### src/source/lsu_pkg.sv
/* shared address map, access codes and types for the load/store unit
   data memory is 2 KB at address 0, contents undefined after reset */
`default_nettype none

package lsu_pkg;

  typedef logic [31:0] word_t;    // bus word, address or data
  typedef logic [3:0]  byte_en_t; // one enable per byte lane
  typedef logic [6:0]  seg_t;     // segments of one digit
  typedef logic [1:0]  out_idx_t; // output register index

  // access type codes as carried on i_lsu_op
  typedef enum logic [2:0] {
    SB  = 3'd0,
    SH  = 3'd1,
    SW  = 3'd2,
    LB  = 3'd3,
    LH  = 3'd4,
    LW  = 3'd5,
    LBU = 3'd6,
    LHU = 3'd7
  } lsu_op_e;

  // target of one access
  typedef enum logic [1:0] {
    REGION_NONE = 2'd0,
    REGION_MEM  = 2'd1,
    REGION_OUT  = 2'd2,
    REGION_SW   = 2'd3
  } region_e;

  // data memory
  localparam int MEM_BYTES  = 2048;
  localparam int MEM_WORDS  = MEM_BYTES / 4;
  localparam int MEM_ADDR_W = $clog2(MEM_WORDS); // word index bits

  // output registers, one per 4 KB page starting at OUT_BASE
  localparam word_t OUT_BASE       = 32'h1000_0000;
  localparam int    OUT_STRIDE_LSB = 12; // lowest bit of the register index
  localparam int    OUT_REGS       = 4;

  localparam out_idx_t OUT_LEDR   = 2'd0;
  localparam out_idx_t OUT_LEDG   = 2'd1;
  localparam out_idx_t OUT_HEX_LO = 2'd2; // digits 0 to 3
  localparam out_idx_t OUT_HEX_HI = 2'd3; // digits 4 to 7

  // switch input, whole 64 KB page decodes to the one register
  localparam word_t SW_ADDR = 32'h1001_0000;

endpackage

`default_nettype wire

### src/source/lsu_load_align.sv
/* picks the read word by region, extracts the addressed lane and extends it
   purely combinational from the registered load context */
`timescale 1ns/1ps
`default_nettype none

module lsu_load_align import lsu_pkg::*; (
  input  region_e    i_region,
  input  lsu_op_e    i_op,
  input  wire [1:0]  i_offset,
  input  word_t      i_mem_rdata,
  input  word_t      i_out_rdata,
  input  word_t      i_sw_rdata,
  output word_t      o_ld_data
);

  word_t       src;
  logic [7:0]  byte_sel;
  logic [15:0] half_sel;

  always_comb begin
    case (i_region)
      REGION_MEM: src = i_mem_rdata;
      REGION_OUT: src = i_out_rdata;
      REGION_SW:  src = i_sw_rdata;
      default:    src = '0; // unmapped or store slot
    endcase
  end

  assign byte_sel = src[8*i_offset +: 8];
  assign half_sel = i_offset[1] ? src[31:16] : src[15:0]; // offset bit 0 ignored

  always_comb begin
    case (i_op)
      LB:      o_ld_data = {{24{byte_sel[7]}}, byte_sel};
      LBU:     o_ld_data = {24'd0, byte_sel};
      LH:      o_ld_data = {{16{half_sel[15]}}, half_sel};
      LHU:     o_ld_data = {16'd0, half_sel};
      LW:      o_ld_data = src;
      default: o_ld_data = '0; // store codes never carry a load
    endcase
  end

endmodule

`default_nettype wire

### config.mk
export PLATFORM = sky130hd
export DESIGN_NAME = lsu_load_align
export DESIGN_NICKNAME = d
export VERILOG_FILES = /design/src/source/lsu_pkg.sv /design/src/source/lsu_load_align.sv
export SDC_FILE = /design/constraint.sdc
export NUM_CORES = 1
export LEC_CHECK = 0
export CORE_MARGIN = 2
export CORE_UTILIZATION = 25
export DETAILED_ROUTE_END_ITERATION = 8
export DONT_BUFFER_PORTS = 1
export GPL_TIMING_DRIVEN = 0
export PLACE_DENSITY = 0.41
export SLEW_MARGIN = 40
export SYNTH_ARGS = -nofsm -noshare
export SYNTH_HDL_FRONTEND = slang
export SYNTH_SLANG_ARGS = --single-unit
### constraint.sdc
create_clock -name vclk -period 3.8
set_clock_uncertainty 0.15 [all_clocks]
set_input_delay 0.76 -clock vclk [all_inputs]
set_output_delay 0.76 -clock vclk [all_outputs]
set_load 0.02 [all_outputs]
==> results by group <==
Outcome
  • Status: completed

Timing
  • Unrepaired setup endpoints after global routing: no
  • Endpoints failing hold: 0
  • Max Transition Viols Final: 0
  • Fmax achieved: 0.283 GHz
  • Slew Limit Headroom: 44.1%
  • Final TNS setup: 0 ps
  • Tcrit/Tclk final: 92.9%
  • Worst setup margin: 272 ps
  • Tmin final: 3530 ps
  • # setup viols final: 0
  • WHS: 1690 ps
  • Measured slew at the worst slew-check pin: 825 ps

Final layout
  • Register cell area after layout: 0 µm²
  • Nets@finish: 310
  • Layout fillers: 642
  • Final Non-Filler Cells: 277
  • Design area: 1530 µm²
  • Most common cell after layout, fill and taps aside: nand2_1
  • Clock buffer count: 0
  • Seq_cells: 0
  • N_diodes: 0
  • Layout cell share with drive strength beyond 1: 19.5%
  • Most frequent cells in the layout: nand2_1 (27), o21ai_0 (24), mux2i_1 (21), a22oi_1 (15), nor2_1 (11)
  • Area grow syn2layout: 6.83%
  • Multi-input logic area: 1320 µm²

Synth
  • Synth cell types: 43
  • Post-Synth Adder-Cell Area: 0%
  • Synth Area in Compound Gates: 47.5%
  • Yosys warning total: 0
  • Largest cells by area after synthesis: mux2i_1 (15%), o21ai_0 (8.4%), a22oi_1 (7.9%)
  • Sequential fraction of the synthesis area: 0%
  • Synth top area share: 14.7%
  • Syn Inst Count: 205
  • Mux contribution to synthesized area: 25.7%
  • Main combinational cell family by area after synthesis: compound AO/OA/AOI/OAI gates
  • Mapped Area: 1430 µm²
  • Post-Synth Simple-Gate Area: 17.7%
  • Synthesized net count: 308
  • Post-Syn Area per Cell: 6.97 µm²
  • Post-Synth XOR/XNOR Area: 0.613%
  • Synth area leader: mux2i_1

Critical path
  • Cell mode on critical path: buf_6
  • Worst setup EP type: output pin
  • Critical path class: in -> out
  • Cell family with most CP delay: compound AO/OA/AOI/OAI gates
  • Critical path launch point type: primary input
  • Max FO, Critical Path: 10
  • Required @ worst endpoint: 2890 ps
  • Crit path DAT: 2620 ps
  • Slowest library cell on the worst path: o311ai_1
  • Number of buffers and inverters on the critical path: 3
  • CP Cell Sequence: buf_6, nor2b_4, buf_6, clkbuf_1, a22oi_1, o311ai_1
  • Largest stage delay on the critical path: 760 ps

Detailed routing
  • Detailed-router iteration count before antenna repair: 4
  • Via density: 6.10
  • Via count: 1690
  • Antenna viol nets, final: 0
  • Iter 0 DRT Violations: 66
  • DRC viols: 0
  • Drt total wl: 5900 µm
  • Routed WL per cell: 21.3 µm

Floorplanning
  • Site row count: 27
  • Core area: 5510 µm²
  • Die Ht: 79.6 µm
  • Die footprint: 6340 µm²
  • Overall die width: 79.6 µm
  • I/O pin count: 135
  • Initial Util: 25.9%

Worst hold path
  • Worst hold start: i_out_rdata[20]
  • Hold Path Class: in -> out
  • Hold worst-path end: o_ld_data[20]
  • Hold path cells: 2

Global route
  • First-pass GRT wire length: 8850 µm
  • Vias in the first global route: 1688
  • Total grt overflow: 0
  • Initial antenna violation count: 0
  • Total GRT Usage: 17.5%
  • Largest net degree at the start of global routing: 11

Place
  • Placed wire-length estimate: 4900 µm
  • IO buf count: 0
  • GP Congestion: 0.826
  • DP Area: 1520 µm²
  • Place WS: 214 ps
  • Placed cell count: 277

Pwr
  • Leakage power: 0.574 nW
  • Pwr/cell area: 147 nW/µm²
  • Peak VDD IR: 0.0000478 V

Clock tree
  • Post-cts gate resize count: 0
  • CTS Hold Bufs: 0
  • Post-CTS Setup Inserts: 0

Flow run
  • Max-cap viol count: 0
layout make-up:
type / instances / area share [%]
multi-input combinational: 182 / 86.2
buffer: 18 / 6.64
tap: 72 / 5.90
inverter: 5 / 1.23
power by group:
group | internal, W | switching [W] | leakage (nW) | total [W]
registers | 0 | 0 | 0 | 0
clock network | 0 | 0 | 0 | 0
logic | 0.0000728 | 0.000151 | 0.574 | 0.000224
cell families (layout without fill, tap and decap cells):
| family | count (synthesis) | count (layout) |
|---|---|---|
| AND/OR/NAND/NOR | 53 | 53 |
| XOR/XNOR | 1 | 1 |
| AO/OA/AOI/OAI | 94 | 94 |
| buffers and inverters | 23 | 23 |
| multiplexers | 34 | 34 |
per-stage QoR:
| stage | power (W) | utilization (%) |
|---|---|---|
| 2_1_floorplan | 0.000182 | - |
| 3_3_place_gp | 0.000223 | 27.6 |
| 3_5_place_dp | 0.000225 | 27.6 |
| 4_1_cts | 0.000225 | 27.6 |
| 5_1_grt | 0.000245 | 27.7 |
| 6_report | 0.000224 | 27.7 |
Yosys cell counts (3+ instances only):
library cell	instances
a21oi_1	10
a221o_1	3
a22oi_1	15
buf_2	6
buf_6	3
clkbuf_1	8
inv_1	4
mux2_2	9
mux2_4	3
mux2i_1	21
nand2_1	27
nand2b_1	3
nand3_1	3
nor2_1	11
o211ai_1	5
o21ai_0	24
o21ai_2	10
o221ai_1	4
o22ai_1	4
o2bb2ai_1	4
o311ai_0	3
metal layers:
layer,wire length (µm),share of wire (%),up-vias,GRT usage (%)
li1,-,-,803,-
met1,2420,41,797,20.8
met2,2900,49,88,33.0
met3,558,9.5,2,3.73
met4,19,0.32,0,1.21
met5,0,0,-,0
worst max-delay path by stage:
stage	depth (start not counted)	end	slack [ps]	from
final	6	o_ld_data[11]	270	i_region[1]
after global routing	6	o_ld_data[6]	40	i_op[2]
after CTS	6	o_ld_data[11]	210	i_region[1]
after detailed placement	6	o_ld_data[11]	210	i_region[1]
after global placement	6	o_ld_data[11]	-60	i_region[1]
after floorplan	6	o_ld_data[11]	440	i_region[1]
Power figures use the tool's default switching activity.
