## config.mk

```make
export PLATFORM = sky130hd
export DESIGN_NAME = lsu_io_regs
export DESIGN_NICKNAME = d
export VERILOG_FILES = /design/src/source/lsu_pkg.sv /design/src/source/lsu_io_regs.sv
export SDC_FILE = /design/constraint.sdc
export NUM_CORES = 1
export LEC_CHECK = 0
export BUFFER_PORTS_ARGS = -buffer_cell sky130_fd_sc_hd__buf_2
export CAP_MARGIN = 10
export CORE_ASPECT_RATIO = 0.7
export CORE_MARGIN = 4
export CORE_UTILIZATION = 46
export DETAILED_ROUTE_END_ITERATION = 8
export PLACE_DENSITY = 0.84
export SLEW_MARGIN = 5
export SYNTH_ARGS = -nofsm -noshare
export SYNTH_HDL_FRONTEND = slang
export SYNTH_SLANG_ARGS = --single-unit
```

## constraint.sdc

```tcl
create_clock -name i_clk -period 1.3 [get_ports i_clk]
set_input_delay 0.195 -clock i_clk [delete_from_list [all_inputs] [get_ports i_clk]]
set_output_delay 0.195 -clock i_clk [all_outputs]
set_load 0.01 [all_outputs]
```

## src/source/lsu_pkg.sv

```systemverilog
/* shared address map, access codes and types for the load/store unit
   data memory is 2 KB at address 0, contents undefined after reset */
`default_nettype none

package lsu_pkg;

  typedef logic [31:0] word_t;    // bus word, address or data
  typedef logic [3:0]  byte_en_t; // one enable per byte lane
  typedef logic [6:0]  seg_t;     // segments of one digit
  typedef logic [1:0]  out_idx_t; // output register index

  // access type codes as carried on i_lsu_op
  typedef enum logic [2:0] {
    SB  = 3'd0,
    SH  = 3'd1,
    SW  = 3'd2,
    LB  = 3'd3,
    LH  = 3'd4,
    LW  = 3'd5,
    LBU = 3'd6,
    LHU = 3'd7
  } lsu_op_e;

  // target of one access
  typedef enum logic [1:0] {
    REGION_NONE = 2'd0,
    REGION_MEM  = 2'd1,
    REGION_OUT  = 2'd2,
    REGION_SW   = 2'd3
  } region_e;

  // data memory
  localparam int MEM_BYTES  = 2048;
  localparam int MEM_WORDS  = MEM_BYTES / 4;
  localparam int MEM_ADDR_W = $clog2(MEM_WORDS); // word index bits

  // output registers, one per 4 KB page starting at OUT_BASE
  localparam word_t OUT_BASE       = 32'h1000_0000;
  localparam int    OUT_STRIDE_LSB = 12; // lowest bit of the register index
  localparam int    OUT_REGS       = 4;

  localparam out_idx_t OUT_LEDR   = 2'd0;
  localparam out_idx_t OUT_LEDG   = 2'd1;
  localparam out_idx_t OUT_HEX_LO = 2'd2; // digits 0 to 3
  localparam out_idx_t OUT_HEX_HI = 2'd3; // digits 4 to 7

  // switch input, whole 64 KB page decodes to the one register
  localparam word_t SW_ADDR = 32'h1001_0000;

endpackage

`default_nettype wire

```

## src/source/lsu_io_regs.sv

```systemverilog
/* output registers for LEDs and digits plus switch sampling register
   digit fields are the low 7 bits of each byte, bit 7 of each byte is kept but unused */
`timescale 1ns/1ps
`default_nettype none

module lsu_io_regs import lsu_pkg::*; (
  input  wire      i_clk,
  input  wire      i_reset,
  input  out_idx_t i_out_idx,
  input  byte_en_t i_be,
  input  word_t    i_wdata,
  input  word_t    i_io_sw,
  output word_t    o_out_rdata,
  output word_t    o_sw_rdata,
  output word_t    o_io_ledr,
  output word_t    o_io_ledg,
  output seg_t     o_io_hex0,
  output seg_t     o_io_hex1,
  output seg_t     o_io_hex2,
  output seg_t     o_io_hex3,
  output seg_t     o_io_hex4,
  output seg_t     o_io_hex5,
  output seg_t     o_io_hex6,
  output seg_t     o_io_hex7
);

  word_t out_regs [OUT_REGS];
  word_t sw_q;

  // byte writes, enables already gated to this region
  always_ff @(posedge i_clk) begin
    if (i_reset) begin
      for (int r = 0; r < OUT_REGS; r++) begin
        out_regs[r] <= '0;
      end
    end else begin
      for (int b = 0; b < 4; b++) begin
        if (i_be[b]) begin
          out_regs[i_out_idx][8*b +: 8] <= i_wdata[8*b +: 8];
        end
      end
    end
  end

  always_ff @(posedge i_clk) begin
    o_out_rdata <= out_regs[i_out_idx]; // registered readback
  end

  // sampled every edge, a load gets the value from the edge ending its cycle
  always_ff @(posedge i_clk) begin
    if (i_reset) begin
      sw_q <= '0;
    end else begin
      sw_q <= i_io_sw;
    end
  end

  assign o_sw_rdata = sw_q;

  assign o_io_ledr = out_regs[OUT_LEDR];
  assign o_io_ledg = out_regs[OUT_LEDG];

  assign o_io_hex0 = out_regs[OUT_HEX_LO][6:0];
  assign o_io_hex1 = out_regs[OUT_HEX_LO][14:8];
  assign o_io_hex2 = out_regs[OUT_HEX_LO][22:16];
  assign o_io_hex3 = out_regs[OUT_HEX_LO][30:24];
  assign o_io_hex4 = out_regs[OUT_HEX_HI][6:0];
  assign o_io_hex5 = out_regs[OUT_HEX_HI][14:8];
  assign o_io_hex6 = out_regs[OUT_HEX_HI][22:16];
  assign o_io_hex7 = out_regs[OUT_HEX_HI][30:24];

endmodule

`default_nettype wire

```

==> impl_metrics.py <==
metrics = {
    "setup_path": {
        "worst_setup_path_end_kind": "primary output",
        "beginning_of_the_critical_path": "out_regs[2][13]",
        "setup.worst_path.start_class": "flop",
        "cp.buffers_inverters": 1,
        "cp.arrival_ns": 1.03,
        "largest_stage_delay_on_the_critical_path_ns": 0.44,
        "crit_family": "flip-flops",
        "reg2reg_from": "out_regs[2][10]",
        "crit_path_max_fanout": 2,
        "path_cells": "buf_2",
        "cp_max_delay_cell": "sky130_fd_sc_hd__edfxtp_1",
        "critical_path_required_ns": 1.11,
        "timing_worst_setup_path_type": "flop to primary output",
        "cp.depth": 1,
        "timing.reg2reg.worst_path_depth": 1,
    },
    "clock_network": {
        "cts.sinks": 192,
        "worst_setup_hold_path_clk_slew_ns": 0.07,
        "tritoncts.num_buffers": 17,
        "cts-root-to-sink-buffers": 2,
        "clock-root-buffer": "sky130_fd_sc_hd__clkbuf_16",
        "post-cts-setup-buffer-count": 0,
        "worst_skew_pair.late_latency_ns": 0.42,
        "cts_tree": "done",
        "ctsResizeCount": 0,
        "h-tree-depth": 4,
    },
    "yosys": {
        "count_of_flip_flops_with_a_built_in_enable_after_synthesis": 128,
        "ys_warn_count": 0,
        "post_synth_main_area_contributors": "sky130_fd_sc_hd__edfxtp_1, sky130_fd_sc_hd__dfxtp_1, sky130_fd_sc_hd__mux4_2",
        "syn_area_per_cell_um2": 14.5,
        "synth_cell_types": 18,
        "post_synth_inst_count": 533,
        "yosysTopAreaCellShare": 0.497,
        "synth_sequential_area_ratio": 0.663,
        "syn-num-nets": 605,
        "synth_largest_area_cell": "sky130_fd_sc_hd__edfxtp_1",
        "synth.cell_area_mm2": 0.00773,
        "synth-seq-cells": 192,
        "yosys.cell_count.top_type": "sky130_fd_sc_hd__edfxtp_1",
        "synth_common_cells": "sky130_fd_sc_hd__edfxtp_1, sky130_fd_sc_hd__nor2_1, sky130_fd_sc_hd__dfxtp_1, sky130_fd_sc_hd__buf_4, sky130_fd_sc_hd__nor2b_1",
        "ys.flop_type": "sky130_fd_sc_hd__edfxtp_1",
        "fraction_of_registers_with_async_set_or_reset_after_synthesis": 0,
    },
    "route": {
        "dr_total_vias": 5122,
        "post_drt_via_cell_ratio": 5.02,
        "routed_wirelength_um": 19300,
        "number_of_iterations_in_the_first_detailed_routing_pass": 5,
        "post-route-drc-count": 0,
        "first_iter_violations": 355,
        "antenna_violating_nets_post_route": 0,
        "routed_wire_length_per_instance_um": 18.9,
    },
    "power_and_ir_drop": {
        "p_leak_nw": 4.14,
        "power_density_mw_per_mm2": 1430,
        "overall_power_after_layout_mw": 14.3,
        "power.ir.vdd_worst_uv": 768,
    },
    "global_route": {
        "grt_pass1_vias": 5255,
        "grt_util_all_layers": 0.204,
        "pin_count_of_the_biggest_net_entering_global_routing": 47,
        "gr-total-overflow": 0,
        "first_pass_grt_wire_length_um": 28900,
        "antenna_violations_before_repair": 4,
    },
    "sta": {
        "fmax_mhz": 814,
        "period_minus_slack_ns": 1.23,
        "timing_hold_violations_final": 0,
        "grt_setup_unrepaired": "false",
        "setup_viol": 0,
        "max-slew-margin-rel": 0.713,
        "fin_crit_sh": 0.944,
        "timing.hold.ws_ns": 0.0132,
        "finalMaxSlewViolations": 0,
        "skew_ns": 0.00665,
        "worst_slew_pin_slew_ns": 0.431,
        "fin_tns_setup_ns": 0,
    },
    "final_layout": {
        "syn_to_final_growth_pct": 29.6,
        "drive_gt1_frac": 0.456,
        "fin_area_mm2": 0.0100,
        "fin_cells": 1020,
        "final_stage_net_count": 852,
    },
    "die": {
        "pin_count": 256,
        "chipWidth_um": 163,
        "initial_utilization": 0.471,
        "die_h_um": 116,
        "fp.dieArea_mm2": 0.0190,
        "design.core.area_mm2": 0.0164,
        "num_rows": 39,
    },
    "min_path": {
        "min_path_type": "input pin to flop",
        "min-delay-start": "i_io_sw[31]",
        "hold_path_depth": 2,
    },
    "place": {
        "placed_cell_area_mm2": 0.00914,
        "dpl.cell_count": 957,
        "place.detailed.hpwl_um": 14000,
        "routabilityCongestion": 0.807,
        "io_buffers": 255,
    },
    "run_status": {
        "run_status": "complete, no violations",
    },
    "job": {
        "max_cap_viol_count": 0,
    },
}
[worst paths after layout]
kind	end	slack [ns]
worst max-delay path	o_io_hex1[5]	0.07
worst min-delay path	o_sw_rdata[31]	0.01
worst max register to register	o_out_rdata[10]	0.26
worst min register to register	o_out_rdata[31]	0.56
[per-stage QoR]
stage / worst slack [ns] / util
2_1_floorplan: 0.0525 / -
3_3_place_gp: -0.0152 / 0.557
3_5_place_dp: -0.0200 / 0.557
4_1_cts: 0.0546 / 0.611
5_1_grt: 0.0232 / 0.611
6_report: 0.0722 / 0.611
[timing repair]
item                                   CTS  global route
setup endpoints to repair                0             0
hold buffers                            29             0
endpoints found under the hold margin   29             0
[metal layers]
metal	part of all wire	GRT usage
met3	0.084	0.0642
met1	0.41	0.258
met5	0.00067	0
met2	0.48	0.340
met4	0.025	0.0676
[layout make-up]
cell class | count | area (um2)
flip-flops and latches | 192 | 5120
repair buffers | 322 | 2070
fillers | 1292 | 6380
well taps | 225 | 282
clock buffers | 17 | 425
diodes | 2 | 5.00
multi-input cells | 247 | 1950
clock inverters | 15 | 159
[sequential cells by signal, summed over array words and instances, names as in the netlist]
signal,flops
out_regs,128
o_out_rdata,32
o_sw_rdata,32
[power breakdown]
group          internal (mW)  leakage (nW)  switching, mW
clock                   2.86         0.273           2.28
combinational          0.913          2.07          0.947
sequential              7.05          1.80          0.239
[cell usage in the layout, fill, tap and decap left out]
master,count
sky130_fd_sc_hd__inv_8,1
sky130_fd_sc_hd__a31o_2,4
sky130_fd_sc_hd__dlygate4sd3_1,29
sky130_fd_sc_hd__nor4_4,1
sky130_fd_sc_hd__a21o_1,12
sky130_fd_sc_hd__nor3b_1,32
sky130_fd_sc_hd__buf_12,17
sky130_fd_sc_hd__clkbuf_16,17
sky130_fd_sc_hd__edfxtp_1,128
sky130_fd_sc_hd__nand2b_2,1
sky130_fd_sc_hd__inv_6,3
sky130_fd_sc_hd__diode_2,2
sky130_fd_sc_hd__buf_4,22
sky130_fd_sc_hd__clkinv_4,3
sky130_fd_sc_hd__clkinvlp_2,1
sky130_fd_sc_hd__clkinv_1,2
sky130_fd_sc_hd__mux4_2,32
sky130_fd_sc_hd__nand3b_1,32
sky130_fd_sc_hd__and2b_1,1
sky130_fd_sc_hd__nand2b_4,1
sky130_fd_sc_hd__nor2_1,97
sky130_fd_sc_hd__clkinvlp_4,3
sky130_fd_sc_hd__nor2b_1,33
sky130_fd_sc_hd__buf_2,254
sky130_fd_sc_hd__dfxtp_1,64
sky130_fd_sc_hd__bufinv_16,2
sky130_fd_sc_hd__or2_1,1
[cell families after synthesis]
logic type / Yosys count / share of synthesized area
AND/OR/NAND/NOR: 199 / 0.143
flip-flops: 192 / 0.663
buffers and inverters: 94 / 0.0842
multiplexers: 32 / 0.0933
AO/OA/AOI/OAI: 16 / 0.0162
No activity file was read; power rests on OpenSTA's default activity.
