**src/source/lsu_pkg.sv**
```systemverilog
/* shared address map, access codes and types for the load/store unit
   data memory is 2 KB at address 0, contents undefined after reset */
`default_nettype none

package lsu_pkg;

  typedef logic [31:0] word_t;    // bus word, address or data
  typedef logic [3:0]  byte_en_t; // one enable per byte lane
  typedef logic [6:0]  seg_t;     // segments of one digit
  typedef logic [1:0]  out_idx_t; // output register index

  // access type codes as carried on i_lsu_op
  typedef enum logic [2:0] {
    SB  = 3'd0,
    SH  = 3'd1,
    SW  = 3'd2,
    LB  = 3'd3,
    LH  = 3'd4,
    LW  = 3'd5,
    LBU = 3'd6,
    LHU = 3'd7
  } lsu_op_e;

  // target of one access
  typedef enum logic [1:0] {
    REGION_NONE = 2'd0,
    REGION_MEM  = 2'd1,
    REGION_OUT  = 2'd2,
    REGION_SW   = 2'd3
  } region_e;

  // data memory
  localparam int MEM_BYTES  = 2048;
  localparam int MEM_WORDS  = MEM_BYTES / 4;
  localparam int MEM_ADDR_W = $clog2(MEM_WORDS); // word index bits

  // output registers, one per 4 KB page starting at OUT_BASE
  localparam word_t OUT_BASE       = 32'h1000_0000;
  localparam int    OUT_STRIDE_LSB = 12; // lowest bit of the register index
  localparam int    OUT_REGS       = 4;

  localparam out_idx_t OUT_LEDR   = 2'd0;
  localparam out_idx_t OUT_LEDG   = 2'd1;
  localparam out_idx_t OUT_HEX_LO = 2'd2; // digits 0 to 3
  localparam out_idx_t OUT_HEX_HI = 2'd3; // digits 4 to 7

  // switch input, whole 64 KB page decodes to the one register
  localparam word_t SW_ADDR = 32'h1001_0000;

endpackage

`default_nettype wire

```
**src/source/lsu_access_ctrl.sv**
```systemverilog
/* region decode, store lane placement and load context register
   store ops without i_lsu_wren are treated as loads that return zero */
`timescale 1ns/1ps
`default_nettype none

module lsu_access_ctrl import lsu_pkg::*; (
  input  wire                    i_clk,
  input  wire                    i_reset,
  input  word_t                  i_lsu_addr,
  input  lsu_op_e                i_lsu_op,
  input  wire                    i_lsu_wren,
  input  word_t                  i_st_data,
  output byte_en_t               o_mem_be,
  output byte_en_t               o_out_be,
  output out_idx_t               o_out_idx,
  output logic [MEM_ADDR_W-1:0]  o_word_idx,
  output word_t                  o_st_lanes,
  output region_e                o_ld_region,
  output lsu_op_e                o_ld_op,
  output logic [1:0]             o_ld_offset
);

  region_e  region;
  logic     is_store_op;
  logic     do_store;
  byte_en_t lane_be;
  logic [1:0] offset;

  assign offset      = i_lsu_addr[1:0];
  assign is_store_op = i_lsu_op inside {SB, SH, SW};
  assign do_store    = i_lsu_wren && is_store_op;

  always_comb begin
    if (i_lsu_addr[31:MEM_ADDR_W+2] == '0) begin
      region = REGION_MEM;
    end else if (i_lsu_addr[31:16] == OUT_BASE[31:16] &&
                 i_lsu_addr[15:OUT_STRIDE_LSB] < OUT_REGS) begin
      region = REGION_OUT;
    end else if (i_lsu_addr[31:16] == SW_ADDR[31:16]) begin
      region = REGION_SW;
    end else begin
      region = REGION_NONE;
    end
  end

  // lanes touched by the store, offset bit 0 ignored for halfwords
  always_comb begin
    case (i_lsu_op)
      SB:      lane_be = byte_en_t'(4'b0001 << offset);
      SH:      lane_be = offset[1] ? 4'b1100 : 4'b0011;
      SW:      lane_be = 4'b1111;
      default: lane_be = 4'b0000;
    endcase
  end

  // replicated so every enabled lane sees the right source bytes
  always_comb begin
    case (i_lsu_op)
      SB:      o_st_lanes = {4{i_st_data[7:0]}};
      SH:      o_st_lanes = {2{i_st_data[15:0]}};
      default: o_st_lanes = i_st_data;
    endcase
  end

  assign o_mem_be   = (do_store && region == REGION_MEM) ? lane_be : '0;
  assign o_out_be   = (do_store && region == REGION_OUT) ? lane_be : '0;
  assign o_out_idx  = i_lsu_addr[OUT_STRIDE_LSB +: 2];
  assign o_word_idx = i_lsu_addr[MEM_ADDR_W+1:2];

  always_ff @(posedge i_clk) begin
    if (i_reset || is_store_op) begin
      o_ld_region <= REGION_NONE; // store slot reads back as zero
    end else begin
      o_ld_region <= region;
    end
  end

  always_ff @(posedge i_clk) begin
    o_ld_op     <= i_lsu_op;
    o_ld_offset <= offset;
  end

endmodule

`default_nettype wire

```
**config.mk**
```make
export PLATFORM = sky130hd
export DESIGN_NAME = lsu_access_ctrl
export DESIGN_NICKNAME = d
export VERILOG_FILES = /design/src/source/lsu_pkg.sv /design/src/source/lsu_access_ctrl.sv
export SDC_FILE = /design/constraint.sdc
export NUM_CORES = 1
export LEC_CHECK = 0
export ABC_AREA = 0
export BUFFER_PORTS_ARGS = -buffer_cell sky130_fd_sc_hd__buf_2
export CAP_MARGIN = 20
export CELL_PAD_IN_SITES_DETAIL_PLACEMENT = 0
export CELL_PAD_IN_SITES_GLOBAL_PLACEMENT = 1
export CORE_MARGIN = 5
export CORE_UTILIZATION = 21
export CTS_BUF_LIST = sky130_fd_sc_hd__clkbuf_4
export CTS_CLUSTER_SIZE = 14
export DETAILED_ROUTE_END_ITERATION = 10
export GPL_TIMING_DRIVEN = 0
export PLACE_DENSITY = 0.84
export SLEW_MARGIN = 15
export SYNTH_ARGS = -nofsm -noshare
export SYNTH_HDL_FRONTEND = slang
export SYNTH_SLANG_ARGS = --single-unit
```
**constraint.sdc**
```tcl
create_clock -name i_clk -period 1.5 [get_ports i_clk]
set_input_delay 0.15 -clock i_clk [delete_from_list [all_inputs] [get_ports i_clk]]
set_output_delay 0.15 -clock i_clk [all_outputs]
set_load 0.005 [all_outputs]
```
==> results of run 1 <==
-- power by group through the flow --
stage	clock (mW)	sequential (mW)	combinational, mW
after floorplan	0	0.200	0.166
after global placement	0	0.198	0.361
after detailed placement	0	0.199	0.364
after CTS	0.185	0.195	0.369
after global routing	0.196	0.196	0.406
final	0.177	0.195	0.365
-- critical path: cells and delay by family --
kind,cells,cell delay [ps]
buffers and inverters,4,590
AND/OR/NAND/NOR,1,180
multiplexers,1,340
-- registers in the layout, indices dropped and copies added, names as in the netlist --
name         cells
o_ld_offset      2
o_ld_op          3
o_ld_region      2
-- how the worst max path moves through the flow --
stage / start / endpoint / depth (start not counted)
floorplan: i_lsu_op[1] / o_st_lanes[20] / 4
global placement: i_lsu_op[1] / o_st_lanes[10] / 5
detailed placement: i_lsu_op[1] / o_st_lanes[15] / 5
CTS: i_lsu_op[1] / o_st_lanes[22] / 6
global route: i_lsu_op[1] / o_st_lanes[22] / 6
finish: i_lsu_op[1] / o_st_lanes[23] / 6
-- layer usage --
| metal | track usage, % | wire, µm |
|---|---|---|
| met1 | 12.0 | 1230 |
| met2 | 18.8 | 1710 |
| met3 | 3.43 | 426 |
| met4 | 1.05 | 0 |
| met5 | 0 | 0 |
-- cell usage after synthesis --
cell type                   count
sky130_fd_sc_hd__nor4_4         1
sky130_fd_sc_hd__nor4b_1        1
sky130_fd_sc_hd__buf_2          2
sky130_fd_sc_hd__nor4_1         1
sky130_fd_sc_hd__nor3_1         9
sky130_fd_sc_hd__nand2b_1       1
sky130_fd_sc_hd__buf_6          2
sky130_fd_sc_hd__o21ai_0        1
sky130_fd_sc_hd__nor3_4         1
sky130_fd_sc_hd__nand4b_1       1
sky130_fd_sc_hd__a2111oi_4      1
sky130_fd_sc_hd__nand2_1        1
sky130_fd_sc_hd__nor2_4         1
sky130_fd_sc_hd__dfxtp_1        7
sky130_fd_sc_hd__inv_1          1
sky130_fd_sc_hd__nand3_1        1
sky130_fd_sc_hd__nor4b_2        1
sky130_fd_sc_hd__a21oi_1       12
sky130_fd_sc_hd__nand4_1        1
sky130_fd_sc_hd__mux2i_1        8
sky130_fd_sc_hd__mux2_2        16
sky130_fd_sc_hd__or2_2          1
sky130_fd_sc_hd__a21oi_4        1
sky130_fd_sc_hd__nor2_1         9
sky130_fd_sc_hd__nor3_2         1
sky130_fd_sc_hd__buf_4         19
sky130_fd_sc_hd__nand3_2        1
sky130_fd_sc_hd__nor4_2         2
-- repair_timing --
action	4_1_cts	5_1_grt
pin swaps	1	1
endpoints found under the setup margin	12	6
setup buffers	2	0
resized for setup	1	1
-- logic make-up (layout without fill, tap and decap cells) --
| logic type | Yosys count | after routing | synth area share, % |
|---|---|---|---|
| AOI/OAI and AO/OA | 15 | 15 | 11.7 |
| buffers and inverters | 24 | 148 | 19.3 |
| DFF | 7 | 7 | 15.1 |
| and+or+nand+nor | 34 | 34 | 25.8 |
| muxes | 24 | 24 | 28.1 |
-- stage by stage --
step,power (mW),setup WS [ps],hold slack [ps],cell area [µm²]
after global routing,0.798,3.01,29.2,1640
after global placement,0.559,-26.8,286,1580
final,0.737,82.3,38.1,1640
after floorplan,0.366,366,178,927
after CTS,0.749,40.6,30.2,1630
after detailed placement,0.563,-28.2,284,1580
-- final cells by class --
cell class | count | area share, %
buffer | 23 | 10.9
inverter | 1 | 0.229
sequential | 7 | 8.56
timing repair buffer | 120 | 37.0
tap | 52 | 3.98
clock buffer | 4 | 1.83
multi-input combinational | 73 | 37.5
==> metrics.txt, run 1 <==
# TYPE chip_impl_metric gauge
chip_impl_info{name="status",value="finished clean"} 1
chip_impl_metric{name="drv.max_cap_violation_count",unit=""} 0
chip_impl_metric{name="io_pins",unit=""} 128
chip_impl_metric{name="critical-path-max-stage-delay",unit="ps"} 340
chip_impl_metric{name="final-seq-area",unit="µm²"} 140
chip_impl_info{name="rsz_0062_raised_after_global_routing",value="no"} 1
chip_impl_metric{name="worst_slew_margin_rel",unit="%"} 75.1
chip_impl_metric{name="initial_utilization",unit="%"} 21.4
chip_impl_metric{name="required",unit="ps"} 1350
chip_impl_metric{name="cts_bufs_inserted",unit=""} 3
chip_impl_metric{name="multi_input_area",unit="µm²"} 614
chip_impl_metric{name="grt_pass1_vias",unit=""} 1200
chip_impl_metric{name="cellPowerDensity",unit="nW/µm²"} 450
chip_impl_metric{name="report.final.slew_viol_count",unit=""} 0
chip_impl_metric{name="fp-row-count",unit=""} 24
chip_impl_metric{name="fp.dieArea",unit="µm²"} 5840
chip_impl_info{name="crit_path_most_repeated_cell",value="sky130_fd_sc_hd__buf_2"} 1
chip_impl_metric{name="numPlacedInstances",unit=""} 274
chip_impl_metric{name="critical_path.max_fanout",unit=""} 10
chip_impl_metric{name="post_layout_instance_count_excluding_filler_cells",unit=""} 280
chip_impl_metric{name="drive_above_1_share",unit="%"} 76.8
chip_impl_metric{name="wirelength_routed",unit="µm"} 3370
chip_impl_info{name="worst_hold_path_type",value="in2reg"} 1
chip_impl_metric{name="fin_nets",unit=""} 299
chip_impl_metric{name="hold_violations",unit=""} 0
chip_impl_metric{name="netlist.area_leader.share",unit="%"} 19.4
chip_impl_info{name="min-delay-start",value="i_lsu_op[1]"} 1
chip_impl_metric{name="fillCellCount",unit=""} 460
chip_impl_info{name="synth.area.top_cells",value="sky130_fd_sc_hd__mux2_2 (19%), sky130_fd_sc_hd__buf_4 (15%), sky130_fd_sc_hd__dfxtp_1 (15%)"} 1
chip_impl_metric{name="finalSetupTns",unit="ps"} 0
chip_impl_metric{name="final_min_period_over_clock_period",unit="%"} 94.5
chip_impl_metric{name="final_number_of_setup_violating_endpoints",unit=""} 0
chip_impl_metric{name="ctsHoldBuffers",unit=""} 0
chip_impl_metric{name="syn-cell-area",unit="µm²"} 927
chip_impl_info{name="min_to",value="o_ld_op[1]"} 1
chip_impl_metric{name="antenna_cells_inserted",unit=""} 0
chip_impl_metric{name="synth_warnings",unit=""} 0
chip_impl_info{name="synth_area_leader_cell",value="sky130_fd_sc_hd__mux2_2"} 1
chip_impl_metric{name="grt_use_total",unit="%"} 10.3
chip_impl_metric{name="clkTransAtPathRegs",unit="ps"} 50
chip_impl_metric{name="ctsLongestPathBuffers",unit=""} 2
chip_impl_metric{name="grt_first_pass_wirelength",unit="µm"} 5290
chip_impl_metric{name="power.internal",unit="mW"} 0.523
chip_impl_info{name="startpoint_class_of_the_critical_path",value="input pin"} 1
chip_impl_metric{name="worstPathArrival",unit="ps"} 1270
chip_impl_metric{name="ys_ff_latch",unit=""} 7
chip_impl_metric{name="sequentialPowerShare",unit="%"} 26.5
chip_impl_metric{name="grt_start_max_net_pins",unit=""} 11
chip_impl_metric{name="dp_hpwl",unit="µm"} 2990
chip_impl_metric{name="postLayoutCoreUtil",unit="%"} 37.8
chip_impl_info{name="worst-setup-path-type",value="in2out"} 1
chip_impl_metric{name="detailedRoute.firstPassIterationCount",unit=""} 4
chip_impl_metric{name="gp_congestion",unit=""} 0.693
chip_impl_metric{name="timing.hold.worst_path_depth",unit=""} 1
chip_impl_metric{name="synth.yosys.seq_area_share",unit="%"} 15.1
chip_impl_metric{name="cts_max_level",unit=""} 1
chip_impl_metric{name="drt_initial_violations",unit=""} 15
chip_impl_metric{name="vias",unit=""} 1218
chip_impl_metric{name="netlist-cell-type-count",unit=""} 28
chip_impl_info{name="end_kind",value="primary output"} 1
chip_impl_metric{name="port_buffers",unit=""} 118
chip_impl_metric{name="postSynthAreaPerCell",unit="µm²"} 8.91
chip_impl_metric{name="antenna_violations_before_repair",unit=""} 0
chip_impl_metric{name="post_detailed_route_drc_marker_count",unit=""} 0
chip_impl_info{name="final_cell_mix",value="sky130_fd_sc_hd__buf_2 (119), sky130_fd_sc_hd__buf_4 (22), sky130_fd_sc_hd__mux2_2 (16)"} 1
chip_impl_info{name="critical-path-slowest-cell",value="sky130_fd_sc_hd__mux2_2"} 1
chip_impl_info{name="path_cells",value="buf_2 -> buf_6 -> nor2_4 -> buf_4 -> mux2_2 -> buf_2"} 1
chip_impl_metric{name="leakagePower",unit="nW"} 0.854
chip_impl_metric{name="die_h",unit="µm"} 76.4
chip_impl_metric{name="area_growth_syn_to_layout",unit="%"} 76.5
chip_impl_info{name="ctsRootBufferMaster",value="sky130_fd_sc_hd__clkbuf_4"} 1
chip_impl_metric{name="p_clk_share",unit="%"} 24.0
chip_impl_metric{name="timing_worst_slew_pin_value",unit="ps"} 369
chip_impl_metric{name="p_comb_share",unit="%"} 49.5
chip_impl_metric{name="syn-instance-count",unit=""} 104
chip_impl_metric{name="max_freq",unit="GHz"} 0.705
chip_impl_metric{name="floorplan_core_area",unit="µm²"} 4320
chip_impl_metric{name="route.antenna.remaining_nets",unit=""} 0
chip_impl_info{name="tritoncts",value="built"} 1
chip_impl_metric{name="finalCriticalPeriod",unit="ps"} 1420
chip_impl_metric{name="die_w",unit="µm"} 76.4
chip_impl_metric{name="mean_number_of_vias_per_cell",unit=""} 4.35
chip_impl_metric{name="grt-ovfl-total",unit=""} 0
chip_impl_metric{name="clock_tree_sinks",unit=""} 7
chip_impl_info{name="mostFrequentLayoutCell",value="sky130_fd_sc_hd__buf_2"} 1
chip_impl_metric{name="syn-num-nets",unit=""} 174
chip_impl_metric{name="netSwitchingPower",unit="mW"} 0.214
chip_impl_metric{name="routedWlPerCell",unit="µm"} 12.0
chip_impl_metric{name="vdd.ir_drop.worst",unit="µV"} 127
chip_impl_metric{name="sw_share",unit="%"} 29.1
No activity file was read; power rests on OpenSTA's default activity.
==> inputs of run 2 (changes only) <==
--- a/config.mk
+++ b/config.mk
@@ -5,18 +5,18 @@
 export SDC_FILE = /design/constraint.sdc
 export NUM_CORES = 1
 export LEC_CHECK = 0
-export ABC_AREA = 0
+export ABC_AREA = 1
 export BUFFER_PORTS_ARGS = -buffer_cell sky130_fd_sc_hd__buf_2
 export CAP_MARGIN = 20
 export CELL_PAD_IN_SITES_DETAIL_PLACEMENT = 0
 export CELL_PAD_IN_SITES_GLOBAL_PLACEMENT = 1
 export CORE_MARGIN = 5
-export CORE_UTILIZATION = 21
+export CORE_UTILIZATION = 18
 export CTS_BUF_LIST = sky130_fd_sc_hd__clkbuf_4
 export CTS_CLUSTER_SIZE = 14
 export DETAILED_ROUTE_END_ITERATION = 10
 export GPL_TIMING_DRIVEN = 0
-export PLACE_DENSITY = 0.84
+export PLACE_DENSITY = 0.81
 export SLEW_MARGIN = 15
 export SYNTH_ARGS = -nofsm -noshare
 export SYNTH_HDL_FRONTEND = slang
==> run 2 against run 1 <==
Combinational power decreased by 5%. Non-clock buffer count decreased by 3. Highest routed layer unchanged. Sequential power about the same. Synthesized area decreased by 1.3%.
==> metrics.txt, run 2 <==
# TYPE chip_impl_metric gauge
chip_impl_metric{name="grt_use_total",unit="%"} 11.1
chip_impl_metric{name="drive_above_1_share",unit="%"} 52.4
chip_impl_metric{name="fillCellCount",unit=""} 610
chip_impl_metric{name="clock_tree_sinks",unit=""} 7
chip_impl_metric{name="postSynthAreaPerCell",unit="µm²"} 5.44
chip_impl_metric{name="finalCriticalPeriod",unit="ps"} 1320
chip_impl_metric{name="synth_async_sr_flop_share",unit="%"} 0
chip_impl_metric{name="io_pins",unit=""} 128
chip_impl_info{name="reg.largest.list",value="o_ld_op: 3 flops, o_ld_offset: 2 flops, o_ld_region: 2 flops"} 1
chip_impl_metric{name="final_min_period_over_clock_period",unit="%"} 88.2
chip_impl_metric{name="drt_initial_violations",unit=""} 18
chip_impl_metric{name="fin_nets",unit=""} 361
chip_impl_metric{name="postLayoutCoreUtil",unit="%"} 32.4
chip_impl_metric{name="netlist-cell-type-count",unit=""} 20
chip_impl_info{name="ys_top_cells_by_count",value="sky130_fd_sc_hd__nand2_1 (52), sky130_fd_sc_hd__nor2_1 (26), sky130_fd_sc_hd__inv_1 (23), sky130_fd_sc_hd__buf_4 (20)"} 1
chip_impl_metric{name="syn-num-nets",unit=""} 238
chip_impl_metric{name="required",unit="ps"} 1350
chip_impl_metric{name="worstPathArrival",unit="ps"} 1170
chip_impl_metric{name="grt_first_pass_wirelength",unit="µm"} 5890
chip_impl_metric{name="ctsLongestPathBuffers",unit=""} 2
chip_impl_metric{name="numPlacedInstances",unit=""} 356
chip_impl_metric{name="grt-ovfl-total",unit=""} 0
chip_impl_metric{name="report.final.slew_viol_count",unit=""} 0
chip_impl_metric{name="fp.dieArea",unit="µm²"} 6610
chip_impl_info{name="tritoncts",value="built"} 1
chip_impl_metric{name="antenna_violations_before_repair",unit=""} 0
chip_impl_metric{name="ys_ff_latch",unit=""} 7
chip_impl_info{name="end_kind",value="primary output"} 1
chip_impl_info{name="synth.area.top_cells",value="sky130_fd_sc_hd__nand2_1 (21%), sky130_fd_sc_hd__buf_4 (16%), sky130_fd_sc_hd__dfxtp_1 (15%)"} 1
chip_impl_metric{name="routedWlPerCell",unit="µm"} 10.5
chip_impl_metric{name="timing_worst_slew_pin_value",unit="ps"} 208
chip_impl_metric{name="gp_congestion",unit=""} 0.711
chip_impl_metric{name="drv.max_cap_violation_count",unit=""} 0
chip_impl_info{name="synth_area_leader_cell",value="sky130_fd_sc_hd__nand2_1"} 1
chip_impl_metric{name="final_number_of_setup_violating_endpoints",unit=""} 0
chip_impl_metric{name="initial_utilization",unit="%"} 18.3
chip_impl_info{name="min-delay-start",value="i_lsu_op[1]"} 1
chip_impl_metric{name="port_buffers",unit=""} 118
chip_impl_info{name="startpoint_class_of_the_critical_path",value="input pin"} 1
chip_impl_metric{name="area_growth_syn_to_layout",unit="%"} 77.7
chip_impl_metric{name="vias",unit=""} 1419
chip_impl_metric{name="route.antenna.remaining_nets",unit=""} 0
chip_impl_info{name="yosys.cell_count.top_type",value="sky130_fd_sc_hd__nand2_1"} 1
chip_impl_info{name="ys_dominant_reg_cell",value="sky130_fd_sc_hd__dfxtp_1"} 1
chip_impl_metric{name="ctsHoldBuffers",unit=""} 0
chip_impl_metric{name="vdd.ir_drop.worst",unit="µV"} 488
chip_impl_metric{name="leakagePower",unit="nW"} 1.02
chip_impl_metric{name="floorplan_core_area",unit="µm²"} 5010
chip_impl_metric{name="critical_path.max_fanout",unit=""} 10
chip_impl_info{name="crit_path_to",value="o_out_be[3]"} 1
chip_impl_metric{name="clkTransAtPathRegs",unit="ps"} 50
chip_impl_metric{name="hold_violations",unit=""} 0
chip_impl_metric{name="die_w",unit="µm"} 81.3
chip_impl_info{name="worst-setup-path-type",value="in2out"} 1
chip_impl_metric{name="cts_max_level",unit=""} 1
chip_impl_metric{name="final-seq-area",unit="µm²"} 140
chip_impl_metric{name="synth-edff-count",unit=""} 0
chip_impl_info{name="largest_register",value="o_ld_op"} 1
chip_impl_info{name="worst_hold_path_type",value="in2reg"} 1
chip_impl_metric{name="post_detailed_route_drc_marker_count",unit=""} 0
chip_impl_info{name="rsz_0062_raised_after_global_routing",value="no"} 1
chip_impl_info{name="critical-path-slowest-cell",value="sky130_fd_sc_hd__buf_6"} 1
chip_impl_metric{name="cellPowerDensity",unit="nW/µm²"} 448
chip_impl_metric{name="wirelength_routed",unit="µm"} 3780
chip_impl_metric{name="mean_number_of_vias_per_cell",unit=""} 3.94
chip_impl_metric{name="cts_bufs_inserted",unit=""} 3
chip_impl_metric{name="grt_start_max_net_pins",unit=""} 11
chip_impl_info{name="ctsRootBufferMaster",value="sky130_fd_sc_hd__clkbuf_4"} 1
chip_impl_info{name="final_cell_mix",value="sky130_fd_sc_hd__buf_2 (119), sky130_fd_sc_hd__nand2_1 (52), sky130_fd_sc_hd__nor2_1 (26)"} 1
chip_impl_metric{name="syn-instance-count",unit=""} 168
chip_impl_metric{name="worst_slew_margin_rel",unit="%"} 86.1
chip_impl_metric{name="multi_input_area",unit="µm²"} 510
chip_impl_metric{name="synth.yosys.seq_area_share",unit="%"} 15.3
chip_impl_info{name="status",value="finished clean"} 1
chip_impl_metric{name="syn-cell-area",unit="µm²"} 915
chip_impl_metric{name="grt_pass1_vias",unit=""} 1374
chip_impl_info{name="path_cells",value="buf_2 -> nor2_2 -> buf_6 -> nand2_4 -> o21ai_2 -> nor2_1 -> nor2_1 -> buf_2"} 1
chip_impl_metric{name="netlist.area_leader.share",unit="%"} 21.3
chip_impl_metric{name="max_freq",unit="GHz"} 0.756
chip_impl_metric{name="fp-row-count",unit=""} 26
chip_impl_metric{name="fin_ws",unit="ps"} 177
chip_impl_metric{name="dp_hpwl",unit="µm"} 3410
chip_impl_metric{name="power.total",unit="mW"} 0.728
chip_impl_metric{name="synth_warnings",unit=""} 0
chip_impl_info{name="mostFrequentLayoutCell",value="sky130_fd_sc_hd__buf_2"} 1
chip_impl_metric{name="worst_setup_slack_post_dpl",unit="ps"} 118
chip_impl_info{name="crit_path_start",value="i_lsu_op[1]"} 1
chip_impl_metric{name="finalSetupTns",unit="ps"} 0
chip_impl_metric{name="detailedRoute.firstPassIterationCount",unit=""} 4
chip_impl_metric{name="die_h",unit="µm"} 81.3
chip_impl_metric{name="critical-path-max-stage-delay",unit="ps"} 170
chip_impl_metric{name="post-cts-setup-buffer-count",unit=""} 0
chip_impl_metric{name="post_layout_instance_count_excluding_filler_cells",unit=""} 360
chip_impl_metric{name="antenna_cells_inserted",unit=""} 0
chip_impl_metric{name="largest_register_ffs",unit=""} 3
-- run 2: cell types whose count changed in the layout (fill, tap and decap cells not counted), moves of 3 or more --
cell / before / now
sky130_fd_sc_hd__nor3_1: 9 / 2
sky130_fd_sc_hd__nand2_1: 1 / 52
sky130_fd_sc_hd__o21ai_1: 0 / 8
sky130_fd_sc_hd__mux2i_1: 8 / 0
sky130_fd_sc_hd__inv_1: 1 / 23
sky130_fd_sc_hd__nor4_2: 3 / 0
sky130_fd_sc_hd__a21oi_1: 12 / 4
sky130_fd_sc_hd__mux2_2: 16 / 0
sky130_fd_sc_hd__nor2_1: 9 / 26
sky130_fd_sc_hd__o211ai_1: 0 / 8
-- run 2: area by class of cell --
cell class | count | share of cell area, %
multi-input cells | 113 | 31.4
clock buffers | 4 | 1.85
inverters | 26 | 6.16
repair buffers | 118 | 36.3
well taps | 70 | 5.39
plain buffers | 22 | 10.2
flip-flops and latches | 7 | 8.62
-- run 2: where the power goes --
group          switching (mW)  internal [mW]  total (mW)
combinational           0.161          0.187       0.348
clock                  0.0665          0.119       0.186
sequential            0.00118          0.193       0.195
total                   0.228          0.500       0.728
-- run 2: timing repair --
action,CTS,global route
setup endpoints to repair,0,1
resized for setup,0,1
hold endpoints to repair,0,0
-- run 2: layer usage --
layer | share of wire (%) | GRT usage (%)
met1 | 37 | 11.9
met2 | 47 | 20.4
met3 | 16 | 5.65
met4 | 0 | 0.507
met5 | 0 | 0
-- run 2: how the worst min path moves through the flow --
stage	depth (start not counted)	slack, ps	to
6_report	1	50	o_ld_op[1]
5_1_grt	1	30	o_ld_op[1]
4_1_cts	1	40	o_ld_op[1]
3_5_place_dp	1	310	o_ld_op[2]
3_3_place_gp	1	300	o_ld_op[2]
2_1_floorplan	0	180	o_ld_offset[0]
-- run 2: logic make-up (layout without fill, tap and decap cells) --
kind of cell | Yosys count | in the layout | share of synthesized area [%]
AOI/OAI and AO/OA | 23 | 23 | 15.6
buffers and inverters | 48 | 170 | 28.9
and+or+nand+nor | 90 | 90 | 40.2
DFF | 7 | 7 | 15.3
-- run 2: worst max-delay path, delay by kind of cell --
kind                   cells  cell delay [ps]
buffers and inverters      3              420
AO/OA/AOI/OAI              1              140
AND/OR/NAND/NOR            4              460
-- run 2: per-stage QoR --
stage,area (µm²),hold WS [ps]
after floorplan,915,178
after global placement,1590,305
after detailed placement,1590,306
after CTS,1620,42.1
after global routing,1630,31.7
final,1630,50.5
